**src/source/game_pkg.sv**
```systemverilog
`default_nettype none

package game_pkg;

	// Bar and timing constants.
	localparam logic [4:0] bar_full = 5'd16; // All sixteen LEDs lit.
	localparam int tick_cycles = 8; // Short tick so a game fits in simulation.
	localparam int tick_cnt_w = $clog2(tick_cycles);
	localparam logic [tick_cnt_w-1:0] tick_last = tick_cnt_w'(tick_cycles - 1);

	localparam int scan_cycles = 4; // Cycles per digit.
	localparam int scan_cnt_w = $clog2(scan_cycles);
	localparam logic [scan_cnt_w-1:0] scan_last = scan_cnt_w'(scan_cycles - 1);

	// Score saturates at 99.
	localparam logic [3:0] score_max_tens = 4'd9;
	localparam logic [3:0] score_max_units = 4'd9;

	typedef enum logic [1:0]
	{
		st_idle     = 2'd0,
		st_classic  = 2'd1,
		st_infinity = 2'd2,
		st_over     = 2'd3
	} game_state_t;

	// Digit shown in the leftmost position.
	localparam logic [3:0] mode_code_none = 4'd0;
	localparam logic [3:0] mode_code_classic = 4'd1;
	localparam logic [3:0] mode_code_infinity = 4'd2;

	// Active low, segment a in bit 6 down to segment g in bit 0.
	localparam logic [6:0] seg_table [0:9] =
	'{
		7'b000_0001, // 0
		7'b100_1111, // 1
		7'b001_0010, // 2
		7'b000_0110, // 3
		7'b100_1100, // 4
		7'b010_0100, // 5
		7'b010_0000, // 6
		7'b000_1111, // 7
		7'b000_0000, // 8
		7'b000_0100  // 9
	};

	localparam logic [6:0] seg_blank = 7'b111_1111; // Everything dark.

endpackage

`default_nettype wire

```
**src/source/seg7_scan.sv**
```systemverilog
`timescale 1ns/1ps
`default_nettype none

module seg7_scan
(
	input  logic        clk,
	input  logic        rst_n,
	input  logic [15:0] data,
	input  logic        blank,
	output logic [3:0]  an,
	output logic [6:0]  seg
);

	logic [game_pkg::scan_cnt_w-1:0] scan_cnt;
	logic [1:0]                      digit; // Digit being driven now.
	logic [3:0]                      nibble;

	always_ff @(posedge clk)
	begin
		if (!rst_n)
		begin
			scan_cnt <= '0;
			digit <= 2'd0;
		end
		else if (scan_cnt == game_pkg::scan_last)
		begin
			scan_cnt <= '0;
			digit <= digit + 2'd1; // Wraps from 3 back to 0.
		end
		else
		begin
			scan_cnt <= scan_cnt + 1'b1;
		end
	end

	assign an = ~(4'b0001 << digit); // One anode low at a time.
	assign nibble = data[digit*4 +: 4];

	always_comb
	begin
		if (blank)
			seg = game_pkg::seg_blank;
		else if (nibble > 4'd9)
			seg = game_pkg::seg_blank; // No glyph above nine.
		else
			seg = game_pkg::seg_table[nibble];
	end

endmodule

`default_nettype wire

```
**src/source/game_seg_and_led.sv**
```systemverilog
`timescale 1ns/1ps
`default_nettype none

module game_seg_and_led
(
	input  logic        clk,
	input  logic        rst_n,
	input  logic        running,
	input  logic [1:0]  mode,
	input  logic [4:0]  level,
	input  logic [3:0]  tens,
	input  logic [3:0]  units,
	input  logic        blank,
	output logic [15:0] led,
	output logic [3:0]  an,
	output logic [6:0]  seg
);

	logic [15:0] led_fill;
	logic [15:0] disp_word;

	// Thermometer from bit 15 down, level 16 lights all of them.
	assign led_fill = ~(16'hffff >> level);

	always_ff @(posedge clk)
	begin
		if (!rst_n)
			led <= 16'h0000;
		else if (!running)
			led <= 16'h0000; // Dark between games.
		else
			led <= led_fill;
	end

	// Digits 3 to 0 hold mode, a fixed zero, tens and units.
	always_ff @(posedge clk)
	begin
		disp_word <= {2'b00, mode, 4'd0, tens, units};
	end

	seg7_scan seg7_scan_i
	(
		.clk   (clk),
		.rst_n (rst_n),
		.data  (disp_word),
		.blank (blank),
		.an    (an),
		.seg   (seg)
	);

endmodule

`default_nettype wire

```
**src/source/game_fsm.sv**
```systemverilog
`timescale 1ns/1ps
`default_nettype none

module game_fsm
(
	input  logic       clk,
	input  logic       rst_n,
	input  logic       start_classic,
	input  logic       start_infinity,
	input  logic       hit,
	input  logic       expired,
	output logic       load,
	output logic       refill,
	output logic       running,
	output logic       clear,
	output logic       score_inc,
	output logic [1:0] mode
);

	game_pkg::game_state_t state_q;
	game_pkg::game_state_t state_d;
	logic [1:0] last_mode_q; // Mode of the current or last game.
	logic       can_start;
	logic       hit_ok;

	assign can_start = (state_q == game_pkg::st_idle) || (state_q == game_pkg::st_over);
	assign running = (state_q == game_pkg::st_classic) || (state_q == game_pkg::st_infinity);

	// An empty bar ends the game, so a late hit is not counted.
	assign hit_ok = running && hit && !expired;

	assign load = can_start && (start_classic || start_infinity);
	assign clear = load; // Score restarts with every new game.
	assign score_inc = hit_ok;
	assign refill = hit_ok && (state_q == game_pkg::st_infinity);

	// Over keeps showing the mode that just ended.
	assign mode = (state_q == game_pkg::st_idle) ? game_pkg::mode_code_none[1:0] : last_mode_q;

	always_comb
	begin
		state_d = state_q;
		case (state_q)
			game_pkg::st_idle,
			game_pkg::st_over:
			begin
				if (start_classic)
					state_d = game_pkg::st_classic; // Classic wins a tie.
				else if (start_infinity)
					state_d = game_pkg::st_infinity;
			end
			game_pkg::st_classic,
			game_pkg::st_infinity:
			begin
				if (expired)
					state_d = game_pkg::st_over;
			end
			default: state_d = game_pkg::st_idle;
		endcase
	end

	always_ff @(posedge clk)
	begin
		if (!rst_n)
		begin
			state_q <= game_pkg::st_idle;
			last_mode_q <= game_pkg::mode_code_none[1:0];
		end
		else
		begin
			state_q <= state_d;
			if (load)
			begin
				if (start_classic)
					last_mode_q <= game_pkg::mode_code_classic[1:0];
				else
					last_mode_q <= game_pkg::mode_code_infinity[1:0];
			end
		end
	end

endmodule

`default_nettype wire

```
**src/source/game_timer.sv**
```systemverilog
`timescale 1ns/1ps
`default_nettype none

module game_timer
(
	input  logic       clk,
	input  logic       rst_n,
	input  logic       load,
	input  logic       refill,
	input  logic       running,
	output logic [4:0] level,
	output logic       expired
);

	logic [game_pkg::tick_cnt_w-1:0] tick_cnt; // Cycles since the last decrement.

	assign expired = (level == 5'd0);

	always_ff @(posedge clk)
	begin
		if (!rst_n)
		begin
			level <= 5'd0;
			tick_cnt <= '0;
		end
		else if (load || refill)
		begin
			// Refill beats a tick in the same cycle.
			level <= game_pkg::bar_full;
			tick_cnt <= '0;
		end
		else if (running && !expired)
		begin
			if (tick_cnt == game_pkg::tick_last)
			begin
				tick_cnt <= '0;
				level <= level - 5'd1; // One LED fewer.
			end
			else
			begin
				tick_cnt <= tick_cnt + 1'b1;
			end
		end
	end

endmodule

`default_nettype wire

```
**src/source/score_counter.sv**
```systemverilog
`timescale 1ns/1ps
`default_nettype none

module score_counter
(
	input  logic       clk,
	input  logic       rst_n,
	input  logic       clear,
	input  logic       score_inc,
	output logic [3:0] tens,
	output logic [3:0] units
);

	logic at_max;

	assign at_max = (tens == game_pkg::score_max_tens) && (units == game_pkg::score_max_units);

	always_ff @(posedge clk)
	begin
		if (!rst_n || clear)
		begin
			tens <= 4'd0;
			units <= 4'd0;
		end
		else if (score_inc && !at_max)
		begin
			if (units == 4'd9)
			begin
				units <= 4'd0; // Decimal carry.
				tens <= tens + 4'd1;
			end
			else
			begin
				units <= units + 4'd1;
			end
		end
	end

endmodule

`default_nettype wire

```
**src/source/game_top.sv**
```systemverilog
`timescale 1ns/1ps
`default_nettype none

module game_top
(
	input  logic        clk,
	input  logic        rst_n,
	input  logic        start_classic,
	input  logic        start_infinity,
	input  logic        hit,
	input  logic [15:0] sw,
	output logic [15:0] led,
	output logic [3:0]  an,
	output logic [6:0]  seg,
	output logic        active
);

	logic       load;
	logic       refill;
	logic       running;
	logic       clear;
	logic       score_inc;
	logic       expired;
	logic [1:0] mode;
	logic [4:0] level;
	logic [3:0] tens;
	logic [3:0] units;

	assign active = running;

	game_fsm game_fsm_i
	(
		.clk            (clk),
		.rst_n          (rst_n),
		.start_classic  (start_classic),
		.start_infinity (start_infinity),
		.hit            (hit),
		.expired        (expired),
		.load           (load),
		.refill         (refill),
		.running        (running),
		.clear          (clear),
		.score_inc      (score_inc),
		.mode           (mode)
	);

	game_timer game_timer_i
	(
		.clk     (clk),
		.rst_n   (rst_n),
		.load    (load),
		.refill  (refill),
		.running (running),
		.level   (level),
		.expired (expired)
	);

	score_counter score_counter_i
	(
		.clk       (clk),
		.rst_n     (rst_n),
		.clear     (clear),
		.score_inc (score_inc),
		.tens      (tens),
		.units     (units)
	);

	// Only sw[0] matters on this board and it blanks the digits.
	game_seg_and_led game_seg_and_led_i
	(
		.clk     (clk),
		.rst_n   (rst_n),
		.running (running),
		.mode    (mode),
		.level   (level),
		.tens    (tens),
		.units   (units),
		.blank   (sw[0]),
		.led     (led),
		.an      (an),
		.seg     (seg)
	);

endmodule

`default_nettype wire

```
**config.mk**
```make
export PLATFORM = sky130hd
export DESIGN_NAME = game_top
export DESIGN_NICKNAME = d
export VERILOG_FILES = /design/src/source/game_pkg.sv /design/src/source/seg7_scan.sv /design/src/source/game_seg_and_led.sv /design/src/source/game_fsm.sv /design/src/source/game_timer.sv /design/src/source/score_counter.sv /design/src/source/game_top.sv
export SDC_FILE = /design/constraint.sdc
export NUM_CORES = 1
export LEC_CHECK = 0
export BUFFER_PORTS_ARGS = -buffer_cell sky130_fd_sc_hd__buf_2
export CORE_UTILIZATION = 54
export CTS_CLUSTER_DIAMETER = 40
export CTS_CLUSTER_SIZE = 16
export DETAILED_ROUTE_END_ITERATION = 8
export GPL_ROUTABILITY_DRIVEN = 1
export PLACE_DENSITY_LB_ADDON = 0.15
export SYNTH_ARGS = -nofsm -noshare
export SYNTH_HDL_FRONTEND = slang
export SYNTH_HIERARCHICAL = 1
export SYNTH_SLANG_ARGS = --single-unit
```
**constraint.sdc**
```tcl
create_clock -name clk -period 2.9 [get_ports clk]
set_input_delay 0.145 -clock clk [delete_from_list [all_inputs] [get_ports clk]]
set_output_delay 0.145 -clock clk [all_outputs]
set_load 0.02 [all_outputs]
```
# == Word-level counts from Yosys, hierarchy flattened ==
# Memory sizes are Yosys's and may differ from the RTL's.
# Index checks and enable logic that the tools add are counted.
# word_totals
regBits,50
romBits,112
out_inout_bits,28
elab_cells,79
n_memories,1
inputBits,21
# memory_table
name,words,width,read_ports,rd_clocked_by_memory_dff,wr,line_no,rtl
(name not given),16,7,1,0,0,seg7_scan.sv:46,seg = game_pkg::seg_table[nibble];
# op_classes
order_cmp,2
n_reduce_logical,28
addsub,6
n_shift,3
eq_ne,9
n_mux,14
n_bitwise,4
# ops
operator,count
$mux 7,4
$not 16->16,1
$shiftx 16x5->4,1
$shr 16x5->16 const A,1
$mux 5,3
$reduce_and 2->1,5
$add 4x1->4 const B,2
$eq 4x4->1 const B,2
$mux 2,4
$reduce_or 2->1,4
$logic_and 1x1->1,7
$eq 2x2->1 const B,3
$ge 5x5->1 const B,1
$logic_not 5->1,1
$logic_or 1x1->1,5
$not 4->5,1
$sub 5x1->5 const B,1
$add 2x1->2 const B,2
$gt 4x4->1 const B,1
$mux 4,1
$not 4->4,1
$pmux 2 s2,1
$reduce_bool 2->1,2
$shl 1x2->4 const A,1
other kinds (9),11

# == Depth between registers and ports, before layout ==
# Gate-level depths: netlist of run 1.
# logic_depth
depth_word,8
depth_mapped,11
ltp_nobuf,10

# == Modules after synthesis ==
# The synthesis of run 1 kept the hierarchy.
# modules_own_cells
module,seq_area_each_um2,cells_per_inst,instances,area_each_um2
game_seg_and_led,520.5,62,1,704.4
seg7_scan,80.1,54,1,515.5
score_counter,160.2,46,1,425.4
game_timer,160.2,45,1,395.4
game_fsm,80.1,31,1,235.2

# == Least setup slack after synthesis of run 1 ==
# Ideal clock, no wire load.
# synth_timing
path_type,reg-to-output
start,register game_seg_and_led_i.seg7_scan_i.digit[0]
end,output port seg[3]
n_path_buf,1
slack_ns,0.721
stages_incl_launch_ff,9
t_arrival_ns,2.034
required_time_ns,2.755
path_cell_list,dfxtp_1 buf_6 mux4_1 inv_1 ha_1 nor2_1 o21a_1 a211oi_2 o21ai_1
# synth_via
elab_chain_cells,7
elab_cells_between_ends,8
cone_classes,order compare (1); shift (1); mux (4); bitwise (1); memory (1)
# synth_lines
element,line_no,rtl
from (decl),seg7_scan.sv:15,logic [1:0] digit;
from (signal assigned),seg7_scan.sv:28,digit <= digit + 2'd1;
$shiftx 16x5->4 (*),seg7_scan.sv:37,assign nibble = data[digit*4 +: 4];
$not 4->5 (not written as such),seg7_scan.sv:46,
$mem_v2 16x7,-,
$mux 7 (not written as such) (2 in series),seg7_scan.sv:46,
$mux 7 (*),seg7_scan.sv:43,else if (nibble > 4'd9)
$mux 7 (*),seg7_scan.sv:41,if (blank)
to (decl),game_top.sv:14,"output logic [6:0] seg,"
# Mark *: on every way between the ends. The rest lies on a longest branch, timed or not. The select of a mux whose other input is x is not followed.

# == Worst setup path after layout of run 1 ==
# layout_timing
start,register game_seg_and_led_i.seg7_scan_i.digit[0]
end,output port seg[2]
# Same word-level chain as after synthesis.

==> summary.txt, run 1 <==
Outcome
  • Run status: finished, final reports clean

CTS
  • Worst-Skew Late Latency: about 0.3 ns
  • Max clock buf depth: 2
  • H-Tree Depth: 2
  • Post-CTS setup buffer count: 0
  • PostCTS Resize Cnt: 0
  • Clk root buf: clkbuf_8
  • Clock-pin slew on the worst setup and hold paths: around 0.090 ns
  • Num CTS Buffers: 5
  • CTS tree: done
  • CTS sink cnt: 50
  • Post-CTS Hold Buffers: 0

Global routing
  • Global-route wire length before repair: between 6000 and 7000 um
  • Largest net degree at the start of global routing: 17
  • Number of global-route vias before repair: 1370
  • Initial antenna violation count: 0
  • GRT overflow: 0
  • Gr usage total: 17.9%

Critical path
  • Setup crit end kind: primary output
  • Critical R2R Capture: game_timer_i/tick_cnt[0]
  • CP Data Arrival Time: about 2.5 ns
  • RR Startpoint: game_timer_i/level[1]
  • FF-to-FF setup slack: approximately 0.53 ns
  • Worst setup path class: register to primary output
  • Worst Reg2Reg Path Length in Cells: 10
  • Worst Setup Start Kind: register
  • CP Launch Point: game_seg_and_led_i/seg7_scan_i/digit[0]
  • Crit-path max FO: 5
  • Worst Path Required: 2.76 ns

Timing
  • RSZ-0062 raised after global routing: false
  • Final period utilization: 92.4%
  • Final setup fails: 0
  • Fmax achieved: 373 MHz
  • Fin crit period: 2.68 ns
  • Clk_skew: 0.0106 ns
  • Setup TNS: 0 ns
  • Endpoints failing hold: 0
  • Final Max Slew Viols: 0

Min path
  • Min-delay src: start_classic
  • Hold endpoint: game_fsm_i/state_q[0]
  • Hold Path Class: input pin to register
  • Hold Path Depth: 3

Pwr
  • Tot Pwr: 1.62 mW
  • LEAKAGE: 1.11 nW
  • Peak supply drop: 0.441 mV
  • Reg power frac: 48.3%
  • Clock share of power: 29.7%
  • Gate power share: between 20% and 30%
  • Sw Share: 30.4%
  • Net Switching: approximately 0.49 mW
  • Power per cell area: around 620 mW/mm^2
  • P_int: 1.12 mW

Cells and area
  • Ant. Diodes: 0
  • Final Cell Area: 0.00259 mm^2
  • # fillers: between 300 and 400
  • Nets: 315
  • Share of cells above drive strength 1: 20.1%
  • Footprint of the multi-input gates: 0.00116 mm^2
  • Layout area overhead: 13.7%
  • FF+latch area: 0.00100 mm^2

Synthesis
  • Area leader, netlist: dfxtp_1
  • Cell count after synthesis: between 200 and 250
  • Sequential area share after synthesis: roughly 44%
  • Main synth FF type: dfxtp_1
  • Top cells by area, synth: dfxtp_1 (44%), ha_1 (9.3%), a21oi_1 (5.3%)
  • Register bit total from synthesis: 50
  • Share of synthesized registers carrying an async set or reset: 0%
  • Syn. warnings: 6
  • Syn avg cell area: between 9 and 10 um^2
  • Netlist cell types: 50
  • Post-synth EDFFs: 0
  • Netlist Area Pre-Place: approximately 0.0023 mm^2
  • Yosys top cell area share: a little over two fifths

Floorplanning
  • Starting Density: 56.5%
  • Die Y: 66.9 um
  • Die area: 0.00448 mm^2
  • Die Span X: 66.9 um
  • IO Count: 49
  • FP Rows: 23
  • Core footprint: ~0.0040 mm^2

Place
  • Post-detail-place hpwl: ~2700 um
  • Post-DP Area: 0.00247 mm^2
  • Port Buffers: 33
  • Gp weighted congestion: 0.753

Routing
  • DR iter-0 viols: between 90 and 100
  • Vias: 1691
  • Vias per cell: 5.16
  • TritonRoute pass-1 iters: 5
  • WL per Instance: 11.2 um
  • Drt total wl: 3670 um
  • Antenna-violating nets left: 0
  • DRC Markers: 0

Job
  • Max-cap viol count: 0
-- metal layers --
metal | vias to the layer above | share of wire, % | GRT usage (%)
met5 | - | 0 | 0
met4 | 0 | 0.74 | 6.91
met3 | 2 | 4.4 | 5.14
met2 | 39 | 43 | 25.5
met1 | 759 | 52 | 25.1
li1 | 891 | - | -
-- cell type report --
class	count	area share, %
Inverter	22	3.19
Clock inverter	3	1.69
Tap cell	50	2.42
Timing Repair Buffer	34	6.67
Clock buffer	5	2.66
Multi-Input combinational cell	164	44.7
Sequential cell	50	38.7
-- power by group through the flow --
stage	clock network, mW	logic, mW	registers (mW)
finish	0.481	0.355	0.781
floorplan	0	0.247	0.828
global route	0.524	0.400	0.789
global placement	0	0.353	0.796
detailed placement	0	0.357	0.798
CTS	0.496	0.359	0.781
-- cell usage in the layout (no fill, tap or decap), types with 2 or more instances in the layout --
cell | Yosys | final
dfxtp_1 | 50 | 50
buf_2 | 2 | 33
a21oi_1 | 24 | 24
nor2_1 | 22 | 22
inv_1 | 21 | 21
ha_1 | 17 | 17
nand2_1 | 9 | 9
o21ai_1 | 8 | 8
conb_1 | 1 | 6
clkbuf_8 | 0 | 5
o21ai_0 | 5 | 5
nand3_1 | 5 | 5
xor2_1 | 5 | 5
nor2b_1 | 4 | 4
nor2_2 | 4 | 4
and2_1 | 3 | 3
nand2b_1 | 3 | 3
a211oi_1 | 3 | 3
nor3_1 | 3 | 3
nand4_1 | 3 | 3
o21bai_1 | 3 | 3
or3_1 | 3 | 3
or4_1 | 3 | 3
a21boi_0 | 2 | 2
mux4_1 | 2 | 2
mux4_2 | 2 | 2
o21a_1 | 2 | 2
a21boi_1 | 2 | 2
and3b_1 | 2 | 2
mux2i_1 | 2 | 2
-- worst max-delay path by stage --
stage                                           to  slack (ns)  depth (start not counted)
final                                       seg[2]        0.22                          8
after floorplan                             seg[3]        0.72                          8
after detailed placement  game_timer_i/tick_cnt[0]        0.54                         10
after CTS                                   seg[3]        0.20                          8
after global placement    game_timer_i/tick_cnt[1]        0.58                         10
after global routing                        seg[2]        0.04                          8
-- sequential cells by signal, summed over array words and instances, names as in the netlist --
name	flops
game_timer_i/level	5
game_seg_and_led_i/seg7_scan_i/scan_cnt	2
game_seg_and_led_i/disp_word	10
game_fsm_i/last_mode_q	2
score_counter_i/tens	4
game_fsm_i/state_q	2
score_counter_i/units	4
game_timer_i/tick_cnt	3
game_seg_and_led_i/led	16
game_seg_and_led_i/seg7_scan_i/digit	2
-- stage by stage --
stage               utilization [%]  hold WS (ns)  setup slack [ns]  instances
finish                         64.2         0.107             0.220        328
global route                   64.2         0.120            0.0370        328
CTS                            64.2         0.106             0.203        328
detailed placement             61.4         0.380             0.537        320
global placement               61.4         0.375             0.577        320
floorplan                         -         0.267             0.721        243
-- cell usage after synthesis (3+ instances only) --
cell type and n:
dfxtp_1 50, nand2_1 9, nor2_1 22, xor2_1 5
buf_6 3, nand2b_1 3, nor3_1 3, or4_1 3
o21ai_1 8, and2_1 3, ha_1 17, a21oi_1 24
o21ai_0 5, inv_1 21, nand4_1 3, nand3_1 5
o21bai_1 3, nor2_2 4, a211oi_1 3, or3_1 3
nor2b_1 4
-- cell families (layout without fill, tap and decap cells) --
group	count (synthesis)	after routing	share of synthesized area, %
AO/OA/AOI/OAI	55	55	14.5
XOR/XNOR	5	5	1.92
adder cells (fa/ha/maj)	17	17	9.35
buffers and inverters	29	64	6.05
flip-flops	50	50	44.0
multiplexers	7	7	5.83
other	1	6	0.165
AND/OR/NAND/NOR	74	74	18.3
-- critical path, cell delays in order, from the launching register on --
cell	delay [ns]
dfxtp_1	0.47
mux4_1	0.65
inv_1	0.15
ha_1	0.23
nor2_1	0.08
a21oi_1	0.22
a32oi_1	0.08
or2_1	0.21
buf_2	0.15
Note: power is estimated with default switching activity, not from simulation.
==> inputs of run 2 (changes only) <==
==> constraint.sdc (replaced) <==
create_clock -name clk -period 2.9 [get_ports clk]
set_input_delay 0.435 -clock clk [delete_from_list [all_inputs] [get_ports clk]]
set_output_delay 0.435 -clock clk [all_outputs]
set_load 0.02 [all_outputs]
==> run 2 against run 1 <==
Die area did not move. Utilization barely moved. Sequential power is essentially flat. Setup slack got worse by 0.063 ns. Flip-flop and latch count did not move. Largest power group unchanged. Sequential share of layout area hardly changed. Combinational power hardly changed. Clock skew decreased by 0.0017 ns.
==> summary.txt, run 2 (synthesized netlist as in run 1, its figures left out) <==
Timing
  • Final period utilization: 94.6% (+2.2 points)
  • Min Hold Slack: 0.391 ns (+0.284 ns)
  • Setup TNS: 0 ns (unchanged)
  • Endpoints failing hold: 0 (unchanged)
  • Fin crit period: 2.74 ns (+0.0635 ns)
  • Fmax achieved: 365 MHz (-2.3%)
  • RSZ-0062 raised after global routing: false
  • Final Max Slew Viols: 0 (unchanged)
  • Final setup fails: 0 (unchanged)
  • Clk_skew: 0.00888 ns (-0.00169 ns)

Cells and area
  • Ant. Diodes: 0 (unchanged)
  • Share of cells above drive strength 1: 21.2% (+1.1 points)
  • Most common cell after layout, fill and taps aside: dfxtp_1
  • Final Cell Area: 0.00259 mm^2 (about the same)
  • Most frequent cells in the layout: dfxtp_1 (49), buf_2 (33), a21oi_1 (23)
  • Largest register FFs: 16 (unchanged)
  • Layout area overhead: 13.7% (about the same)
  • Most flop-heavy register: game_seg_and_led_i/led
  • FF+latch area: 0.00100 mm^2 (+0.12%)
  • Largest registers: game_seg_and_led_i/led: 16 flops, game_seg_and_led_i/disp_word: 10 flops, game_timer_i/level: 5 flops
  • Nets: 315 (unchanged)
  • Footprint of the multi-input gates: 0.00116 mm^2 (unchanged)
  • # fillers: 351 (+2.9%)

Routing
  • WL per Instance: 11.2 um (about the same)
  • Vias: 1664 (-1.6%)
  • DR iter-0 viols: 110 (+20%)
  • Drt total wl: 3670 um (about the same)
  • DRC Markers: 0 (unchanged)
  • Antenna-violating nets left: 0 (unchanged)
  • TritonRoute pass-1 iters: 4 (-1)
  • Vias per cell: 5.07 (-1.6%)

CTS
  • Worst-Skew Late Latency: 0.30 ns (about the same)
  • Post-CTS Hold Buffers: 0 (unchanged)
  • Post-CTS setup buffer count: 0 (unchanged)
  • CTS sink cnt: 50 (unchanged)
  • Max clock buf depth: 2 (unchanged)
  • H-Tree Depth: 2 (unchanged)
  • Clk root buf: clkbuf_8
  • Num CTS Buffers: 5 (unchanged)
  • CTS tree: done
  • Clock-pin slew on the worst setup and hold paths: 0.08 ns (about the same)

Pwr
  • Power per cell area: 625 mW/mm^2 (about the same)
  • Peak supply drop: 0.358 mV (-19%)
  • LEAKAGE: 1.10 nW (-0.50%)
  • Tot Pwr: 1.62 mW (about the same)

Critical path
  • Critical path cell sequence: mux4_1, inv_1, ha_1, nor2_1, o21a_1, a211oi_2, o21ai_1, buf_2
  • CP Data Arrival Time: 2.31 ns (-0.22 ns)
  • WP buf/inv: 2 (unchanged)
  • Max incr delay on CP: 0.61 ns (-0.04 ns)
  • Worst setup path class: register to primary output
  • Setup crit end kind: primary output
  • Critical Path Slowest Stage Cell: mux4_1
  • Crit-path max FO: 4 (-1)
  • Worst Setup Start Kind: register
  • Cell family with most CP delay: multiplexers
  • Worst Path Required: 2.47 ns (-0.29 ns)

Floorplanning
  • FP Rows: 23 (unchanged)
  • Starting Density: 56.5% (unchanged)
  • Die area: 0.00448 mm^2 (unchanged)
  • Die Y: 66.9 um (unchanged)
  • IO Count: 49 (unchanged)
  • Core footprint: 0.00403 mm^2 (unchanged)
  • Die Span X: 66.9 um (unchanged)

Place
  • Gp weighted congestion: 0.743 (-1.3%)
  • Port Buffers: 33 (unchanged)
  • Post-detail-place hpwl: 2670 um (+0.66%)
  • Post-DP Area: 0.00247 mm^2 (unchanged)

Global routing
  • Gr usage total: 18.1% (+0.24 points)
  • Number of global-route vias before repair: 1385 (+1.1%)
  • Global-route wire length before repair: 6130 um (+1.1%)
  • GRT overflow: 0 (unchanged)
  • Initial antenna violation count: 0 (unchanged)
  • Largest net degree at the start of global routing: 17 (unchanged)

Outcome
  • Run status: finished, final reports clean

Job
  • Max-cap viol count: 0 (unchanged)

Min path
  • Hold Path Class: register to register
[run 2: changes by cell type in the layout (fill, tap and decap cells not counted)]
cell	change
a21oi_1	-1
a21oi_2	+1
dfxtp_1	-1
dfxtp_2	+1
mux4_1	-1
mux4_2	+1
[run 2: metrics by stage]
| stage | utilization [%] | setup WS [ns] | instances |
|---|---|---|---|
| final | 64.3 | 0.157 | 328 |
| after global routing | 64.3 | 0.00254 | 328 |
| after CTS | 64.2 | 0.0305 | 328 |
| after detailed placement | 61.4 | 0.361 | 320 |
| after global placement | 61.4 | 0.420 | 320 |
| after floorplan | - | 0.431 | 243 |
[run 2: report_power, final]
part           total [mW]  internal [mW]  switching (mW)
sequential          0.780          0.748          0.0313
clock               0.482          0.258           0.224
combinational       0.356          0.119           0.237
total                1.62           1.13           0.492
[run 2: cell type report]
cell class / instances / share of cell area, %
timing repair buffer: 34 / 6.67
clock inverter: 3 / 1.69
tap: 50 / 2.42
clock buffer: 5 / 2.66
inverter: 22 / 3.19
multi-input combinational: 164 / 44.7
sequential: 50 / 38.7
[run 2: worst paths after layout]
check | start | endpoint | slack, ns | cells past startpoint
setup / recovery | game_seg_and_led_i/seg7_scan_i/digit[0] | seg[3] | 0.16 | 8
hold / removal | score_counter_i/tens[3] | game_seg_and_led_i/disp_word[7] | 0.39 | 0
setup reg to reg | game_timer_i/level[1] | game_timer_i/level[3] | 0.57 | 10
hold reg to reg | score_counter_i/tens[3] | game_seg_and_led_i/disp_word[7] | 0.39 | 0
[run 2: worst register-to-register path: cells and delay by family (launching register included)]
kind	cells	cell delay, ns
buffers and inverters	2	0.27
DFF	1	0.43
adders and majority gates	1	0.16
and+or+nand+nor	6	1.25
AOI/OAI and AO/OA	1	0.16
[run 2: per-layer routing]
layer / routed length, um / GRT usage, % / vias to the layer above
met5: 0 / 0 / -
met1: 1910 / 24.3 / 737
met3: 157 / 4.62 / 2
li1: - / - / 888
met2: 1570 / 27.9 / 37
met4: 27 / 6.38 / 0
[run 2: repair_timing]
| action | in CTS | in global routing |
|---|---|---|
| resized for setup | 0 | 3 |
| setup endpoints to repair | 0 | 5 |
| endpoints found under the hold margin | 0 | 0 |
==> inputs of run 3 (changes only) <==
--- a/config.mk
+++ b/config.mk
@@ -10,7 +10,7 @@
 export CTS_CLUSTER_DIAMETER = 40
 export CTS_CLUSTER_SIZE = 16
 export DETAILED_ROUTE_END_ITERATION = 8
-export GPL_ROUTABILITY_DRIVEN = 1
+export GPL_TIMING_DRIVEN = 0
 export PLACE_DENSITY_LB_ADDON = 0.15
 export SYNTH_ARGS = -nofsm -noshare
 export SYNTH_HDL_FRONTEND = slang
==> run 3 against run 2 <==
Sequential power barely moved. Setup slack got worse by 0.018 ns. Utilization rose by 1.7 points. Sequential share of layout area fell by 1.0 points. Highest routed layer unchanged. Global-route usage rose by 0.30 points. Count of clock-buffer cells in the layout did not move. Clock skew fell by 0.00057 ns. Final area rose by 2.7%. Largest power group unchanged. Wire length rose by 6.7%. Final cell count rose by 3.0%. Critical path type unchanged. Via count rose by 5.2%. Flip-flop and latch count did not move.
==> summary.txt, run 3 (synthesized netlist as in run 1, its figures left out) <==
Timing
  • Setup TNS: 0 ns (unchanged)
  • Endpoints failing hold: 0 (unchanged)
  • Final period utilization: 95.2% (+0.61 points)
  • Fin crit period: 2.76 ns (+0.0176 ns)
  • Clk_skew: 0.00831 ns (-0.000566 ns)
  • Final setup fails: 0 (unchanged)
  • Final setup margin: 0.139 ns (-0.0176 ns)
  • Final Max Slew Viols: 0 (unchanged)
  • Min Hold Slack: 0.392 ns (+0.00143 ns)
  • Fmax achieved: 362 MHz (-0.64%)

Pwr
  • P_int: 1.06 mW (-5.7%)
  • Sw Share: 32.6% (+2.2 points)
  • Peak supply drop: 0.388 mV (+8.5%)
  • Net Switching: 0.513 mW (+4.2%)
  • Gate power share: 24.7% (+2.7 points)
  • LEAKAGE: 1.13 nW (+2.1%)
  • Power per cell area: 593 mW/mm^2 (-5.2%)
  • Tot Pwr: 1.57 mW (-2.7%)
  • Clock share of power: 25.8% (-4.0 points)
  • Reg power frac: 49.5% (+1.3 points)

Routing
  • DRC Markers: 0 (unchanged)
  • TritonRoute pass-1 iters: 4 (unchanged)
  • WL per Instance: 11.6 um (+3.6%)
  • DR iter-0 viols: 105 (-4.5%)
  • Drt total wl: 3910 um (+6.7%)
  • Antenna-violating nets left: 0 (unchanged)
  • Vias per cell: 5.18 (+2.1%)
  • Vias: 1751 (+5.2%)

CTS
  • CTS sink cnt: 50 (unchanged)
  • Post-CTS Hold Buffers: 0 (unchanged)
  • Clock-pin slew on the worst setup and hold paths: 0.09 ns (about the same)
  • Clk root buf: clkbuf_8
  • Num CTS Buffers: 5 (unchanged)
  • H-Tree Depth: 2 (unchanged)
  • CTS tree: done
  • Worst-Skew Late Latency: 0.30 ns (about the same)
  • Max clock buf depth: 2 (unchanged)

Cells and area
  • Ant. Diodes: 0 (unchanged)
  • Layout area overhead: 16.8%
  • Largest register FFs: 16 (unchanged)
  • Most common cell after layout, fill and taps aside: dfxtp_1
  • Non-Filler Instances: 338 (+3.0%)
  • Share of cells above drive strength 1: 25.0% (+3.8 points)
  • Final Cell Area: 0.00266 mm^2 (+2.7%)
  • Most frequent cells in the layout: dfxtp_1 (49), buf_2 (35), a21oi_1 (23)
  • Nets: 325 (+3.2%)
  • Most flop-heavy register: game_seg_and_led_i/led
  • Largest registers: game_seg_and_led_i/led: 16 flops, game_seg_and_led_i/disp_word: 10 flops, game_timer_i/level: 5 flops
  • Fin util: 66.0% (+1.7 points)

Critical path
  • CP Data Arrival Time: 2.33 ns (+0.02 ns)
  • CP Capture Point: seg[0]
  • FF-to-FF setup slack: 0.53 ns (-0.04 ns)
  • Worst Reg2Reg Path Length in Cells: 11 (+1)
  • Setup crit end kind: primary output
  • Crit-path max FO: 6 (+2)
  • Worst Setup Start Kind: register
  • CP Launch Point: game_seg_and_led_i/seg7_scan_i/digit[0]
  • Worst setup path class: register to primary output
  • RR Startpoint: game_timer_i/level[0]
  • Worst Path Required: 2.47 ns (about the same)
  • Critical R2R Capture: game_timer_i/level[0]

Floorplanning
  • IO Count: 49 (unchanged)
  • Die Span X: 66.9 um (unchanged)
  • Core footprint: 0.00403 mm^2 (unchanged)
  • Die Y: 66.9 um (unchanged)
  • Die area: 0.00448 mm^2 (unchanged)
  • Starting Density: 56.5% (unchanged)
  • FP Rows: 23 (unchanged)

Min path
  • Hold Path Class: register to register

Job
  • Max-cap viol count: 0 (unchanged)

Place
  • Port Buffers: 33 (unchanged)
  • Post-detail-place hpwl: 2690 um (+0.59%)
  • Gp weighted congestion: 0.781 (+5.1%)
  • Post-DP Area: 0.00252 mm^2 (+1.9%)
  • Placed cell count: 326 (+1.9%)
  • Setup Slack @ Placement: 0.232 ns (-0.129 ns)

Global routing
  • GRT overflow: 0 (unchanged)
  • Initial antenna violation count: 0 (unchanged)
  • Largest net degree at the start of global routing: 18 (+1)
  • Number of global-route vias before repair: 1430 (+3.2%)
  • Gr usage total: 18.4% (+0.30 points)
  • Global-route wire length before repair: 6260 um (+2.1%)

Outcome
  • Run status: finished, final reports clean
## run 3: what timing repair did
item / in CTS / in global routing
buffers inserted: 0 / 4
gates cloned: 0 / 0
endpoints found under the hold margin: 0 / 0
endpoints found under the setup margin: 5 / 5
gates resized for setup: 3 / 6
pin swaps: 0 / 1
## run 3: worst min-delay path by stage
stage | slack [ns] | to | depth (start not counted) | startpoint
floorplan | 0.36 | game_seg_and_led_i/disp_word[7] | 0 | score_counter_i/tens[3]
global placement | 0.38 | game_seg_and_led_i/disp_word[7] | 0 | score_counter_i/tens[3]
detailed placement | 0.38 | game_seg_and_led_i/disp_word[7] | 0 | score_counter_i/tens[3]
CTS | 0.39 | game_seg_and_led_i/disp_word[7] | 0 | score_counter_i/tens[3]
global route | 0.40 | game_seg_and_led_i/disp_word[7] | 0 | score_counter_i/tens[3]
finish | 0.39 | game_seg_and_led_i/disp_word[7] | 0 | score_counter_i/tens[3]
## run 3: cell type report
| cell class | count | area [um^2] |
|---|---|---|
| fill | 335 | 1370 |
| multi-input combinational | 164 | 1160 |
| sequential | 50 | 1000 |
| timing repair buffer | 37 | 195 |
| inverter | 22 | 85.1 |
| clock buffer | 5 | 68.8 |
| tap | 50 | 62.6 |
| buffer | 7 | 55.1 |
| clock inverter | 3 | 23.8 |
## run 3: layer usage
layer  wire length, um  vias to the layer above  part of all wire (%)  track usage [%]
met5                 0                        -                     0                0
li1                  -                      905                     -                -
met1              1960                      802                    50             24.5
met2              1770                       39                    45             29.2
met3               151                        5                   3.9             4.62
met4                36                        0                  0.92             5.59
## run 3: power by group through the flow
stage | Sequential, mW | Clock (mW) | Combinational [mW]
3_3_place_gp | 0.795 | 0 | 0.378
2_1_floorplan | 0.828 | 0 | 0.247
5_1_grt | 0.788 | 0.446 | 0.433
4_1_cts | 0.780 | 0.421 | 0.383
6_report | 0.780 | 0.406 | 0.389
3_5_place_dp | 0.797 | 0 | 0.381
## run 3: worst max-delay path, cell delays in order (launching register included)
cell      delay, ns
dfxtp_2        0.34
buf_6          0.13
mux4_2         0.57
inv_2          0.11
ha_1           0.17
nor2_1         0.08
a21oi_2        0.19
a21boi_1       0.20
o21bai_1       0.07
buf_2          0.16
